## config.mk

```make
export PLATFORM = sky130hd
export DESIGN_NAME = video_mode_top
export DESIGN_NICKNAME = d
export VERILOG_FILES = /design/src/design/video_mode_pkg.sv /design/src/design/mode_switch_sync.sv /design/src/design/settle_timer.sv /design/src/design/mode_sequencer.sv /design/src/design/raster_counter.sv /design/src/design/sync_output.sv /design/src/design/video_mode_top.sv
export SDC_FILE = /design/constraint.sdc
export NUM_CORES = 1
export LEC_CHECK = 0
export BUFFER_PORTS_ARGS = -buffer_cell sky130_fd_sc_hd__buf_2
export CAP_MARGIN = 20
export CORE_UTILIZATION = 50
export CTS_BUF_LIST = sky130_fd_sc_hd__clkbuf_4
export CTS_CLUSTER_DIAMETER = 50
export DETAILED_ROUTE_END_ITERATION = 8
export HOLD_SLACK_MARGIN = 0.02
export PLACE_DENSITY = 0.65
export SLEW_MARGIN = 25
export SYNTH_ARGS = -nofsm -noshare
export SYNTH_HDL_FRONTEND = slang
export SYNTH_HIERARCHICAL = 1
export SYNTH_SLANG_ARGS = --single-unit
```

## constraint.sdc

```tcl
create_clock -name clk50m_bufg -period 2.42 [get_ports clk50m_bufg]
set_clock_uncertainty 0.2 [all_clocks]
set_input_delay 0.484 -clock clk50m_bufg [delete_from_list [all_inputs] [get_ports clk50m_bufg]]
set_output_delay 0.484 -clock clk50m_bufg [all_outputs]
set_load 0.05 [all_outputs]
```

## src/design/video_mode_pkg.sv

```systemverilog
package video_mode_pkg;

	//////////////////////////////////////////////////////////////
	// Widths and basic types
	//////////////////////////////////////////////////////////////
	typedef logic [10:0] coord_t;      // Pixel or line position
	typedef logic [3:0]  mode_sel_t;   // Switch code
	typedef logic [7:0]  clk_ratio_t;  // M or D, stored minus one

	typedef struct packed {
		clk_ratio_t mult;  // Clock generator M
		clk_ratio_t div;   // Clock generator D
	} pclk_ratio_t;

	// Terminal counts, all relative to pixel/line zero
	typedef struct packed {
		coord_t hsblnk;    // Last active pixel
		coord_t hssync;
		coord_t hesync;
		coord_t heblnk;    // Line total minus one
		coord_t vsblnk;
		coord_t vssync;
		coord_t vesync;
		coord_t veblnk;    // Frame total minus one
		logic   polarity;  // 1 = negative sync
	} raster_timing_t;

	typedef enum logic [1:0] {
		WAIT_SWITCH,
		PROGRAM,
		SETTLE,
		RUN
	} mode_state_t;

	// Mode switch codes
	localparam mode_sel_t MODE_VGA      = 4'b0000;
	localparam mode_sel_t MODE_SVGA     = 4'b0001;
	localparam mode_sel_t MODE_XGA      = 4'b0011;
	localparam mode_sel_t MODE_HDTV720P = 4'b0010;
	localparam mode_sel_t MODE_SXGA     = 4'b1000;
	localparam mode_sel_t MODE_CAMERA   = 4'b1001;

	//////////////////////////////////////////////////////////////
	// Porch tables
	//////////////////////////////////////////////////////////////
	typedef struct packed {
		coord_t active;
		coord_t front;
		coord_t sync_w;
		coord_t back;
	} porch_t;

	localparam porch_t H_VGA      = '{active: 11'd640,  front: 11'd16,  sync_w: 11'd96,  back: 11'd48};
	localparam porch_t V_VGA      = '{active: 11'd480,  front: 11'd11,  sync_w: 11'd2,   back: 11'd31};
	localparam porch_t H_SVGA     = '{active: 11'd800,  front: 11'd40,  sync_w: 11'd128, back: 11'd88};
	localparam porch_t V_SVGA     = '{active: 11'd600,  front: 11'd1,   sync_w: 11'd4,   back: 11'd23};
	localparam porch_t H_XGA      = '{active: 11'd1024, front: 11'd24,  sync_w: 11'd136, back: 11'd160};
	localparam porch_t V_XGA      = '{active: 11'd768,  front: 11'd3,   sync_w: 11'd6,   back: 11'd29};
	localparam porch_t H_SXGA     = '{active: 11'd1280, front: 11'd48,  sync_w: 11'd112, back: 11'd248};
	localparam porch_t V_SXGA     = '{active: 11'd1024, front: 11'd1,   sync_w: 11'd3,   back: 11'd38};
	localparam porch_t H_CAMERA   = '{active: 11'd1280, front: 11'd110, sync_w: 11'd39,  back: 11'd220};
	localparam porch_t V_CAMERA   = '{active: 11'd720,  front: 11'd4,   sync_w: 11'd4,   back: 11'd22};
	localparam porch_t H_HDTV720P = '{active: 11'd1280, front: 11'd110, sync_w: 11'd40,  back: 11'd220};
	localparam porch_t V_HDTV720P = '{active: 11'd720,  front: 11'd5,   sync_w: 11'd5,   back: 11'd20};

	localparam logic NEG_SYNC = 1'b1;
	localparam logic POS_SYNC = 1'b0;

	//////////////////////////////////////////////////////////////
	// Control timing
	//////////////////////////////////////////////////////////////
	localparam int DEBOUNCE_CYCLES = 16;  // Switch code must hold this long
	localparam int SETTLE_CYCLES   = 64;  // Restart hold after prog strobe

	typedef logic [$clog2(DEBOUNCE_CYCLES)-1:0]  deb_cnt_t;
	typedef logic [$clog2(SETTLE_CYCLES+1)-1:0] settle_cnt_t;

	localparam deb_cnt_t    DEBOUNCE_LAST = deb_cnt_t'(DEBOUNCE_CYCLES - 2);
	localparam settle_cnt_t SETTLE_LOAD   = settle_cnt_t'(SETTLE_CYCLES);
	localparam logic [1:0]  OUT_LATENCY   = 2'd3;  // Restart to de, in cycles

	// Porches to terminal counts
	function automatic raster_timing_t make_timing(porch_t h, porch_t v, logic pol);
		raster_timing_t t;
		t.hsblnk   = h.active - 11'd1;
		t.hssync   = t.hsblnk + h.front;
		t.hesync   = t.hssync + h.sync_w;
		t.heblnk   = t.hesync + h.back;
		t.vsblnk   = v.active - 11'd1;
		t.vssync   = t.vsblnk + v.front;
		t.vesync   = t.vssync + v.sync_w;
		t.veblnk   = t.vesync + v.back;
		t.polarity = pol;
		return t;
	endfunction

	function automatic raster_timing_t mode_timing(mode_sel_t m);
		case (m)
			MODE_VGA:      return make_timing(H_VGA, V_VGA, NEG_SYNC);
			MODE_SVGA:     return make_timing(H_SVGA, V_SVGA, POS_SYNC);
			MODE_XGA:      return make_timing(H_XGA, V_XGA, NEG_SYNC);
			MODE_SXGA:     return make_timing(H_SXGA, V_SXGA, POS_SYNC);
			MODE_CAMERA:   return make_timing(H_CAMERA, V_CAMERA, POS_SYNC);
			MODE_HDTV720P: return make_timing(H_HDTV720P, V_HDTV720P, POS_SYNC);
			default:       return make_timing(H_HDTV720P, V_HDTV720P, POS_SYNC);  // Unknown -> 720p
		endcase
	endfunction

	// Pixel clock M/D pairs, minus one
	function automatic pclk_ratio_t mode_ratio(mode_sel_t m);
		case (m)
			MODE_VGA:    return '{mult: 8'd2 - 8'd1, div: 8'd4 - 8'd1};      // 25 MHz
			MODE_SVGA:   return '{mult: 8'd4 - 8'd1, div: 8'd5 - 8'd1};      // 40 MHz
			MODE_XGA:    return '{mult: 8'd13 - 8'd1, div: 8'd10 - 8'd1};    // 65 MHz
			MODE_SXGA:   return '{mult: 8'd54 - 8'd1, div: 8'd25 - 8'd1};    // 108 MHz
			MODE_CAMERA: return '{mult: 8'd135 - 8'd1, div: 8'd91 - 8'd1};
			default:     return '{mult: 8'd248 - 8'd1, div: 8'd167 - 8'd1};  // 74.25 MHz
		endcase
	endfunction

endpackage

```

## src/design/mode_switch_sync.sv

```systemverilog
`timescale 1ns/1ps

module mode_switch_sync (
	input  logic                      clk50m_bufg,
	input  logic                      serdes_rst,
	input  video_mode_pkg::mode_sel_t sw,
	output video_mode_pkg::mode_sel_t mode,
	output logic                      new_mode
);

	video_mode_pkg::mode_sel_t sw_meta;     // First sync flop
	video_mode_pkg::mode_sel_t sw_sync;     // Second sync flop
	video_mode_pkg::mode_sel_t cand;        // Previous synced value
	video_mode_pkg::deb_cnt_t  stable_cnt;  // Cycles without change
	logic                      accepted;    // A code was taken since reset
	logic                      stable_hit;

	// Held long enough, fires once per stable run
	assign stable_hit = (sw_sync == cand) && (stable_cnt == video_mode_pkg::DEBOUNCE_LAST);

	always_ff @(posedge clk50m_bufg or posedge serdes_rst) begin
		if (serdes_rst) begin
			sw_meta    <= '0;
			sw_sync    <= '0;
			cand       <= '0;
			stable_cnt <= '0;
			accepted   <= 1'b0;
			mode       <= '0;
			new_mode   <= 1'b0;
		end else begin
			sw_meta  <= sw;
			sw_sync  <= sw_meta;
			cand     <= sw_sync;
			new_mode <= 1'b0;

			if (sw_sync != cand) begin
				stable_cnt <= '0;  // Bounce, start over
			end else if (stable_cnt <= video_mode_pkg::DEBOUNCE_LAST) begin
				stable_cnt <= stable_cnt + 1'b1;  // Stops one past the hit
			end

			// Only a code that differs from the last one counts,
			// except for the very first after reset
			if (stable_hit && (!accepted || (cand != mode))) begin
				mode     <= cand;
				accepted <= 1'b1;
				new_mode <= 1'b1;
			end
		end
	end

endmodule

```

## src/design/settle_timer.sv

```systemverilog
`timescale 1ns/1ps

module settle_timer (
	input  logic clk50m_bufg,
	input  logic serdes_rst,
	input  logic start,
	output logic done
);

	video_mode_pkg::settle_cnt_t cnt;  // Zero when idle

	//////////////////////////////////////////////////////////////
	// Load on start, count down, one-cycle done at the bottom
	//////////////////////////////////////////////////////////////
	always_ff @(posedge clk50m_bufg or posedge serdes_rst) begin
		if (serdes_rst) begin
			cnt  <= '0;
			done <= 1'b0;
		end else begin
			done <= 1'b0;
			if (start) begin
				cnt <= video_mode_pkg::SETTLE_LOAD;  // Restart wins over count
			end else if (cnt != '0) begin
				cnt  <= cnt - 1'b1;
				done <= (cnt == video_mode_pkg::settle_cnt_t'(1));  // Last step
			end
		end
	end

endmodule

```

## src/design/mode_sequencer.sv

```systemverilog
`timescale 1ns/1ps

module mode_sequencer (
	input  logic                           clk50m_bufg,
	input  logic                           serdes_rst,
	input  video_mode_pkg::mode_sel_t      mode,
	input  logic                           new_mode,
	input  logic                           settle_done,
	output logic                           settle_start,
	output logic                           prog_go,
	output video_mode_pkg::pclk_ratio_t    pclk_ratio,
	output video_mode_pkg::raster_timing_t timing,
	output logic                           mode_ready,
	output logic                           restart
);

	video_mode_pkg::mode_state_t state;
	logic [1:0] drain_cnt;  // Output pipe still flushing the old mode

	assign settle_start = (state == video_mode_pkg::PROGRAM);  // Timer starts with the strobe

	//////////////////////////////////////////////////////////////
	// Mode FSM
	//////////////////////////////////////////////////////////////
	always_ff @(posedge clk50m_bufg or posedge serdes_rst) begin
		if (serdes_rst) begin
			state      <= video_mode_pkg::WAIT_SWITCH;
			prog_go    <= 1'b0;
			mode_ready <= 1'b0;
			restart    <= 1'b1;  // Raster idle until first mode
			timing     <= '0;    // Syncs rest low with polarity 0
			drain_cnt  <= '0;
		end else begin
			prog_go <= 1'b0;

			// mode_ready follows de down once the pipe has emptied
			if (drain_cnt != 2'd0) begin
				drain_cnt <= drain_cnt - 2'd1;
				if (drain_cnt == 2'd1)
					mode_ready <= 1'b0;
			end

			if (new_mode) begin
				state   <= video_mode_pkg::PROGRAM;
				prog_go <= 1'b1;
				restart <= 1'b1;
				timing  <= video_mode_pkg::mode_timing(mode);
				if (mode_ready)
					drain_cnt <= video_mode_pkg::OUT_LATENCY;
			end else begin
				case (state)
					video_mode_pkg::PROGRAM: state <= video_mode_pkg::SETTLE;
					video_mode_pkg::SETTLE: begin
						if (settle_done) begin  // Clock assumed re-locked
							state      <= video_mode_pkg::RUN;
							restart    <= 1'b0;
							mode_ready <= 1'b1;
						end
					end
					default: state <= state;  // WAIT_SWITCH and RUN wait for a switch
				endcase
			end
		end
	end

	// Ratio loads together with the strobe
	always_ff @(posedge clk50m_bufg) begin
		if (new_mode)
			pclk_ratio <= video_mode_pkg::mode_ratio(mode);
	end

endmodule

```

## src/design/raster_counter.sv

```systemverilog
`timescale 1ns/1ps

module raster_counter (
	input  logic                           clk50m_bufg,
	input  logic                           serdes_rst,
	input  logic                           restart,
	input  video_mode_pkg::raster_timing_t timing,
	output logic                           hblnk,
	output logic                           hsync,
	output logic                           vblnk,
	output logic                           vsync
);

	video_mode_pkg::coord_t hcnt;  // Pixel in line
	video_mode_pkg::coord_t vcnt;  // Line in frame
	logic line_end;
	logic frame_end;

	assign line_end  = (hcnt == timing.heblnk);
	assign frame_end = (vcnt == timing.veblnk);

	//////////////////////////////////////////////////////////////
	// H/V counters
	//////////////////////////////////////////////////////////////
	always_ff @(posedge clk50m_bufg or posedge serdes_rst) begin
		if (serdes_rst) begin
			hcnt <= '0;
			vcnt <= '0;
		end else if (restart) begin
			hcnt <= '0;  // Parked on pixel zero
			vcnt <= '0;
		end else if (line_end) begin
			hcnt <= '0;
			vcnt <= frame_end ? '0 : vcnt + 1'b1;  // Step once per line
		end else begin
			hcnt <= hcnt + 1'b1;
		end
	end

	//////////////////////////////////////////////////////////////
	// Blank and sync decode, one cycle behind the counters
	//////////////////////////////////////////////////////////////
	always_ff @(posedge clk50m_bufg or posedge serdes_rst) begin
		if (serdes_rst) begin
			hblnk <= 1'b1;
			vblnk <= 1'b1;
			hsync <= 1'b0;
			vsync <= 1'b0;
		end else if (restart) begin
			hblnk <= 1'b1;  // Keep de off while the clock changes
			vblnk <= 1'b1;
			hsync <= 1'b0;
			vsync <= 1'b0;
		end else begin
			hblnk <= (hcnt > timing.hsblnk);
			vblnk <= (vcnt > timing.vsblnk);
			hsync <= (hcnt > timing.hssync) && (hcnt <= timing.hesync);  // sync_w pixels
			vsync <= (vcnt > timing.vssync) && (vcnt <= timing.vesync);  // Whole lines
		end
	end

endmodule

```

## src/design/sync_output.sv

```systemverilog
`timescale 1ns/1ps

module sync_output (
	input  logic clk50m_bufg,
	input  logic serdes_rst,
	input  logic polarity,
	input  logic hblnk,
	input  logic vblnk,
	input  logic hsync_int,
	input  logic vsync_int,
	output logic hsync,
	output logic vsync,
	output logic de
);

	logic active;    // Inside both active windows
	logic hsync_q;
	logic vsync_q;
	logic active_q;

	assign active = !hblnk && !vblnk;

	// Two stages for all three so they stay lined up
	always_ff @(posedge clk50m_bufg or posedge serdes_rst) begin
		if (serdes_rst) begin
			hsync_q  <= 1'b0;
			vsync_q  <= 1'b0;
			active_q <= 1'b0;
			hsync    <= 1'b0;
			vsync    <= 1'b0;
			de       <= 1'b0;
		end else begin
			hsync_q  <= hsync_int ^ polarity;  // Negative sync inverts
			vsync_q  <= vsync_int ^ polarity;
			active_q <= active;
			hsync    <= hsync_q;
			vsync    <= vsync_q;
			de       <= active_q;
		end
	end

endmodule

```

## src/design/video_mode_top.sv

```systemverilog
`timescale 1ns/1ps

module video_mode_top (
	input  logic                        clk50m_bufg,
	input  logic                        serdes_rst,
	input  video_mode_pkg::mode_sel_t   sw,
	output video_mode_pkg::pclk_ratio_t pclk_ratio,
	output logic                        prog_go,
	output logic                        mode_ready,
	output logic                        hsync,
	output logic                        vsync,
	output logic                        de
);

	video_mode_pkg::mode_sel_t      mode;
	video_mode_pkg::raster_timing_t timing;
	logic new_mode;
	logic settle_start, settle_done;
	logic restart;
	logic hblnk, vblnk;
	logic hsync_int, vsync_int;  // Active high, before polarity

	//////////////////////////////////////////////////////////////
	// Mode select and clock request
	//////////////////////////////////////////////////////////////
	mode_switch_sync switch_i (
		.clk50m_bufg (clk50m_bufg),
		.serdes_rst  (serdes_rst),
		.sw          (sw),
		.mode        (mode),
		.new_mode    (new_mode)
	);

	settle_timer settle_i (
		.clk50m_bufg (clk50m_bufg),
		.serdes_rst  (serdes_rst),
		.start       (settle_start),
		.done        (settle_done)
	);

	mode_sequencer seq_i (
		.clk50m_bufg  (clk50m_bufg),
		.serdes_rst   (serdes_rst),
		.mode         (mode),
		.new_mode     (new_mode),
		.settle_done  (settle_done),
		.settle_start (settle_start),
		.prog_go      (prog_go),
		.pclk_ratio   (pclk_ratio),
		.timing       (timing),
		.mode_ready   (mode_ready),
		.restart      (restart)
	);

	//////////////////////////////////////////////////////////////
	// Raster and output stage
	//////////////////////////////////////////////////////////////
	raster_counter raster_i (
		.clk50m_bufg (clk50m_bufg),
		.serdes_rst  (serdes_rst),
		.restart     (restart),
		.timing      (timing),
		.hblnk       (hblnk),
		.hsync       (hsync_int),
		.vblnk       (vblnk),
		.vsync       (vsync_int)
	);

	sync_output out_i (
		.clk50m_bufg (clk50m_bufg),
		.serdes_rst  (serdes_rst),
		.polarity    (timing.polarity),
		.hblnk       (hblnk),
		.vblnk       (vblnk),
		.hsync_int   (hsync_int),
		.vsync_int   (vsync_int),
		.hsync       (hsync),
		.vsync       (vsync),
		.de          (de)
	);

endmodule

```

---- Yosys cells after proc, flatten, opt, wreduce, memory -nomap -nowiden ----
Cells that the tools add are included.
storage, ports and cells
  flip-flop bits (word level) ............. 174
  input port bits ......................... 6
operators by class
  add/sub/neg operators ................... 5
  $lt $le $gt $ge ......................... 7
  eq/ne operators ......................... 15
  multiplexer cells ....................... 33
  bitwise logic cells ..................... 2
  reduce and logical (&&, ||, !) cells .... 20
operators by type and width
  cell                                                                 number
  89-bit one-hot mux with 5 select lines                               1
  16-bit one-hot mux with 5 select lines                               1
  11-bit two-way mux                                                   5
  11-bit > comparator                                                  4
  11-bit by 1-bit adder with 11-bit output (second input constant)     2
  11-bit == test                                                       2
  11-bit <= comparator                                                 2
  1-bit two-way mux                                                    16
  7-bit two-way mux                                                    2
  4-bit == test (second input constant)                                3
  2-bit nonzero test                                                   6
  2-bit two-way mux                                                    5
  4-bit two-way mux                                                    2
  4-bit != test                                                        2
  7-bit by 1-bit == test with 1-bit output (second input constant)     1
  7-bit nonzero test                                                   1
  7-bit by 1-bit subtractor with 7-bit output (second input constant)  1
  1-bit logical AND                                                    5
  4-bit by 1-bit adder with 4-bit output (second input constant)       1
  2-bit by 1-bit == test with 1-bit output (second input constant)     2
  4-bit by 1-bit == test with 1-bit output (second input constant)     1
  4-bit by 2-bit == test with 1-bit output (second input constant)     1
  4-bit == test                                                        1
  4-bit <= comparator (second input constant)                          1
  other kinds (10)                                                     14

---- Longest topological paths before layout ----
  word-level depth ........................ 6
  gate-level depth with buffers ........... 8
  mapped depth without buffers ............ 7

---- Hierarchy ----
The synthesis kept the hierarchy.
modules (own cells, without submodules)
  module            times used  cells each  area an instance (um2)  seq. area each (um2)
  raster_counter    1           371         3,081.7                 653.1
  mode_sequencer    1           237         2,571.2                 1,392.6
  mode_switch_sync  1           57          812.0                   550.5
  settle_timer      1           49          471.7                   200.2
  sync_output       1           10          175.2                   150.1

---- Worst setup path before layout ----
OpenSTA, ideal clock, no wires.
  path kind ............................... flip-flop to flip-flop
  from .................................... register seq_i/timing[82] (netlist name)
  to ...................................... register raster_i.vcnt[0]
  library setup time ...................... 125 ps
  arrival time ............................ 1,810 ps
  path slack .............................. 285 ps
  cell stages (with the launch flop) ...... 8
  clock period less this slack ............ 2,135 ps
  path through ............................ dfrtp_1 -> buf_4 -> xnor2_1 -> nand4_1 -> or3_1 -> buf_2 -> and2_1 -> mux2_2
RTL lines
  item                  line                  RTL
  end signal, assigned  raster_counter.sv:34  vcnt <= frame_end ? '0 : vcnt + 1'b1;
  end, declared         raster_counter.sv:15  video_mode_pkg::coord_t vcnt;

==> key figures <==
Status
  – Status: finished clean

Synth
  – Syn avg cell area: 9.82 µm²
  – Post-synthesis cell count: 724
  – Ys flop type: dfrtp_1
  – Seq cells post-synth: 115
  – Ys Warns: 6
  – Register area share after synthesis: 0.414
  – Post-synth EDFFs: 13
  – Post-Syn Nets: 803
  – Ys async rst share: 0.887
  – Yosys cell types: 70
  – Netlist Area Pre-Place: 7110 µm²

Timing
  – RSZ-0062 raised after global routing: no
  – Final Slew Violations: 0
  – Rel. slew slack: 0.553
  – Setup TNS: 0 ps
  – Tmin final: 2170 ps
  – Fin crit share: 0.899
  – Slew @ Worst Pin: 671 ps
  – Final setup fails: 0
  – Fin. Hold Viols: 0
  – Max Clk Rate: 0.460 GHz

Floorplanning
  – Num rows: 43
  – Starting Density: 0.512
  – Ports: 27
  – Die span in y: 121 µm
  – CORE AREA: 13900 µm²
  – Die W: 121 µm
  – Die ar.: 14700 µm²

Setup path
  – Slowest CP cell: dfrtp_1
  – CP max stage delay: 490 ps
  – Crit path arrival time: 2400 ps
  – CP Class: reg -> reg
  – Worst setup SP type: flip-flop
  – Crit-path max FO: 7
  – Critical path endpoint category: flip-flop
  – Reg-to-reg critical path startpoint: seq_i/timing[68]$_DFFE_PP0P_
  – Worst setup startpoint: seq_i/timing[68]$_DFFE_PP0P_
  – Worst R2R Path Depth: 5
  – Critical-path cell list: xnor2_1 > nand4_1 > or3_1 > and2_1 > mux2_2
  – WP data required: 2650 ps

Clocking
  – Clock latency on the worst-skew pair: 540 ps
  – Buffer depth of the longest clock path: 2
  – CTS Root Buffer Type: clkbuf_4
  – Post-cts resize count: 0
  – H-Tree Depth: 4
  – Clock slew seen by the registers of the worst setup and hold paths: 120 ps
  – CTS buffer count: 17
  – Post-CTS Setup Bufs: 0
  – CTS tree: yes
  – CTS sink cnt: 115
  – Hold-fix buffers at CTS: 5

Power and ir drop
  – PwrDens: 481 nW/µm²
  – Part of the power in combinational logic: 0.022
  – NetSw: 0.861 mW
  – Sequential Power Share: 0.552
  – Pint: 2.71 mW
  – Clk pwr share: 0.426
  – Leakage: 3.47 nW
  – Sw frac: 0.241
  – Total Power: 3.57 mW
  – Maximum vdd ir drop: 0.000467 V

Placed design
  – Post-DP HPWL: 10.9 mm
  – Routability cong.: 0.881
  – Port Buf Inserts: 26

Global route
  – Global-route wire length before repair: 24.8 mm
  – Largest net degree at the start of global routing: 34
  – Grt ovf: 0
  – Vias in the first global route: 4973
  – Initial antenna violation count: 1
  – Total track usage: 0.222

Drt
  – WL final: 14.6 mm
  – WL/cell: 16.1 µm
  – Post-route ant nets: 0
  – Vias per cell: 5.47
  – Drt pass-1 iters: 4
  – Vias: 4969
  – Initial DRC count: 235
  – DRC viols: 0

Job
  – Max_cap viols: 0

Worst hold path
  – Hold path cells: 0
  – Min-Delay Startpoint: switch_i/sw_meta[2]$_DFF_PP0_
  – HP Class: reg -> reg

Cells and area
  – Nets: 794
  – Layout cells sized above 1: 0.133
  – Area Overhead vs Synth: 4.31%
==> flip-flops by register name, indices dropped and copies added, names as in the netlist, 2 cells and up <==
name and count:
raster_i/hcnt 11, seq_i/drain_cnt 2, switch_i/stable_cnt 4, settle_i/cnt 7, seq_i/pclk_ratio 13, seq_i/state 2
seq_i/timing 33, switch_i/sw_sync 4, switch_i/cand 4, switch_i/mode 4, switch_i/sw_meta 4, raster_i/vcnt 11
==> synthesized netlist by cell type, drive strengths merged, types with 3 or more instances <==
cell / instances / share of area
a211oi: 3 / 0.0032
a21o: 13 / 0.014
a21oi: 32 / 0.023
a22o: 8 / 0.0099
and2: 3 / 0.0026
and3: 4 / 0.0035
buf: 71 / 0.073
dfrtp: 99 / 0.35
dfstp: 3 / 0.011
edfxtp: 13 / 0.055
ha: 73 / 0.13
inv: 94 / 0.050
mux2: 7 / 0.011
nand2: 27 / 0.014
nand2b: 6 / 0.0053
nand3: 22 / 0.015
nand4: 20 / 0.018
nor2: 44 / 0.025
nor2b: 18 / 0.016
nor3: 16 / 0.011
nor4: 4 / 0.0044
o21a: 18 / 0.019
o21ai: 34 / 0.024
o21bai: 3 / 0.0032
o31ai: 6 / 0.0077
or2: 3 / 0.0026
xnor2: 32 / 0.040
xor2: 11 / 0.015
==> per-layer routing <==
metal	GRT usage	up-vias	share of wire
li1	-	2407	-
met1	0.297	2409	0.47
met2	0.346	118	0.45
met3	0.0475	35	0.041
met4	0.100	0	0.033
met5	0	-	0
==> cell type report <==
cell class                 instances  area (µm²)
tap                              180         225
timing repair buffer              45         298
fill                            1271        6460
sequential                       115        2950
inverter                          94         353
multi-input combinational        442        3290
antenna                            1        2.50
clock inverter                    15         179
clock buffer                      17         128
==> logic make-up (layout without fill, tap and decap cells) <==
group,after synthesis,in the layout,synth area share
DFF,115,115,0.414
muxes,7,7,0.0111
xor gates and xnor gates,43,43,0.0551
adders and majority gates,73,73,0.128
AOI/OAI and AO/OA,135,135,0.126
buffers and inverters,167,171,0.124
other,1,2,0.000527
and+or+nand+nor,183,183,0.141
==> power groups by stage <==
stage | sequential, mW | combinational [mW] | clock (mW)
final | 1.97 | 0.0791 | 1.52
after global routing | 1.97 | 0.0903 | 1.64
after CTS | 1.97 | 0.0817 | 1.56
after detailed placement | 2.01 | 0.0750 | 0
after global placement | 2.01 | 0.0737 | 0
after floorplan | 2.01 | 0.0463 | 0
==> path summary, 6_finish.rpt <==
check	end	slack, ps
worst min register to register	switch_i/sw_sync[2]$_DFF_PP0_	160
max in group asynchronous	raster_i/vblnk$_DFF_PP1_	1070
worst min-delay path	switch_i/sw_sync[2]$_DFF_PP0_	160
worst max-delay path	raster_i/vcnt[0]$_DFFE_PP0P_	250
worst max register to register	raster_i/vcnt[0]$_DFFE_PP0P_	250
min in group asynchronous	out_i/hsync_q$_DFF_PP0_	300
==> placed cells by master (no fill, tap or decap), types with 5 or more instances in the layout <==
master and count:
a21o_1 13, a21oi_1 32, a22o_1 8, buf_2 26, buf_4 13, clkbuf_4 17
dfrtp_1 98, dlygate4sd3_1 5, edfxtp_1 13, ha_1 73, inv_1 93, mux2_2 6
nand2_1 27, nand2b_1 6, nand3_1 22, nand4_1 19, nor2_1 42, nor2b_1 18
nor3_1 16, o21a_1 18, o21ai_0 20, o21ai_1 14, xnor2_1 31, xor2_1 10
==> critical path, delay by kind of cell (launching register included) <==
kind / cells / cell delay [ps]
flops: 1 / 490
simple gates: 3 / 860
xor+xnor: 1 / 270
mux: 1 / 270
==> through the flow <==
step	instances	instance area, µm²	util	worst slack, ps	hold slack [ps]
2_1_floorplan	724	7110	-	285	75.0
3_3_place_gp	871	7060	0.509	325	133
3_5_place_dp	871	7060	0.509	275	138
4_1_cts	908	7420	0.534	262	165
5_1_grt	909	7420	0.534	147	170
6_report	909	7420	0.534	245	160
Power figures use the tool's default switching activity.
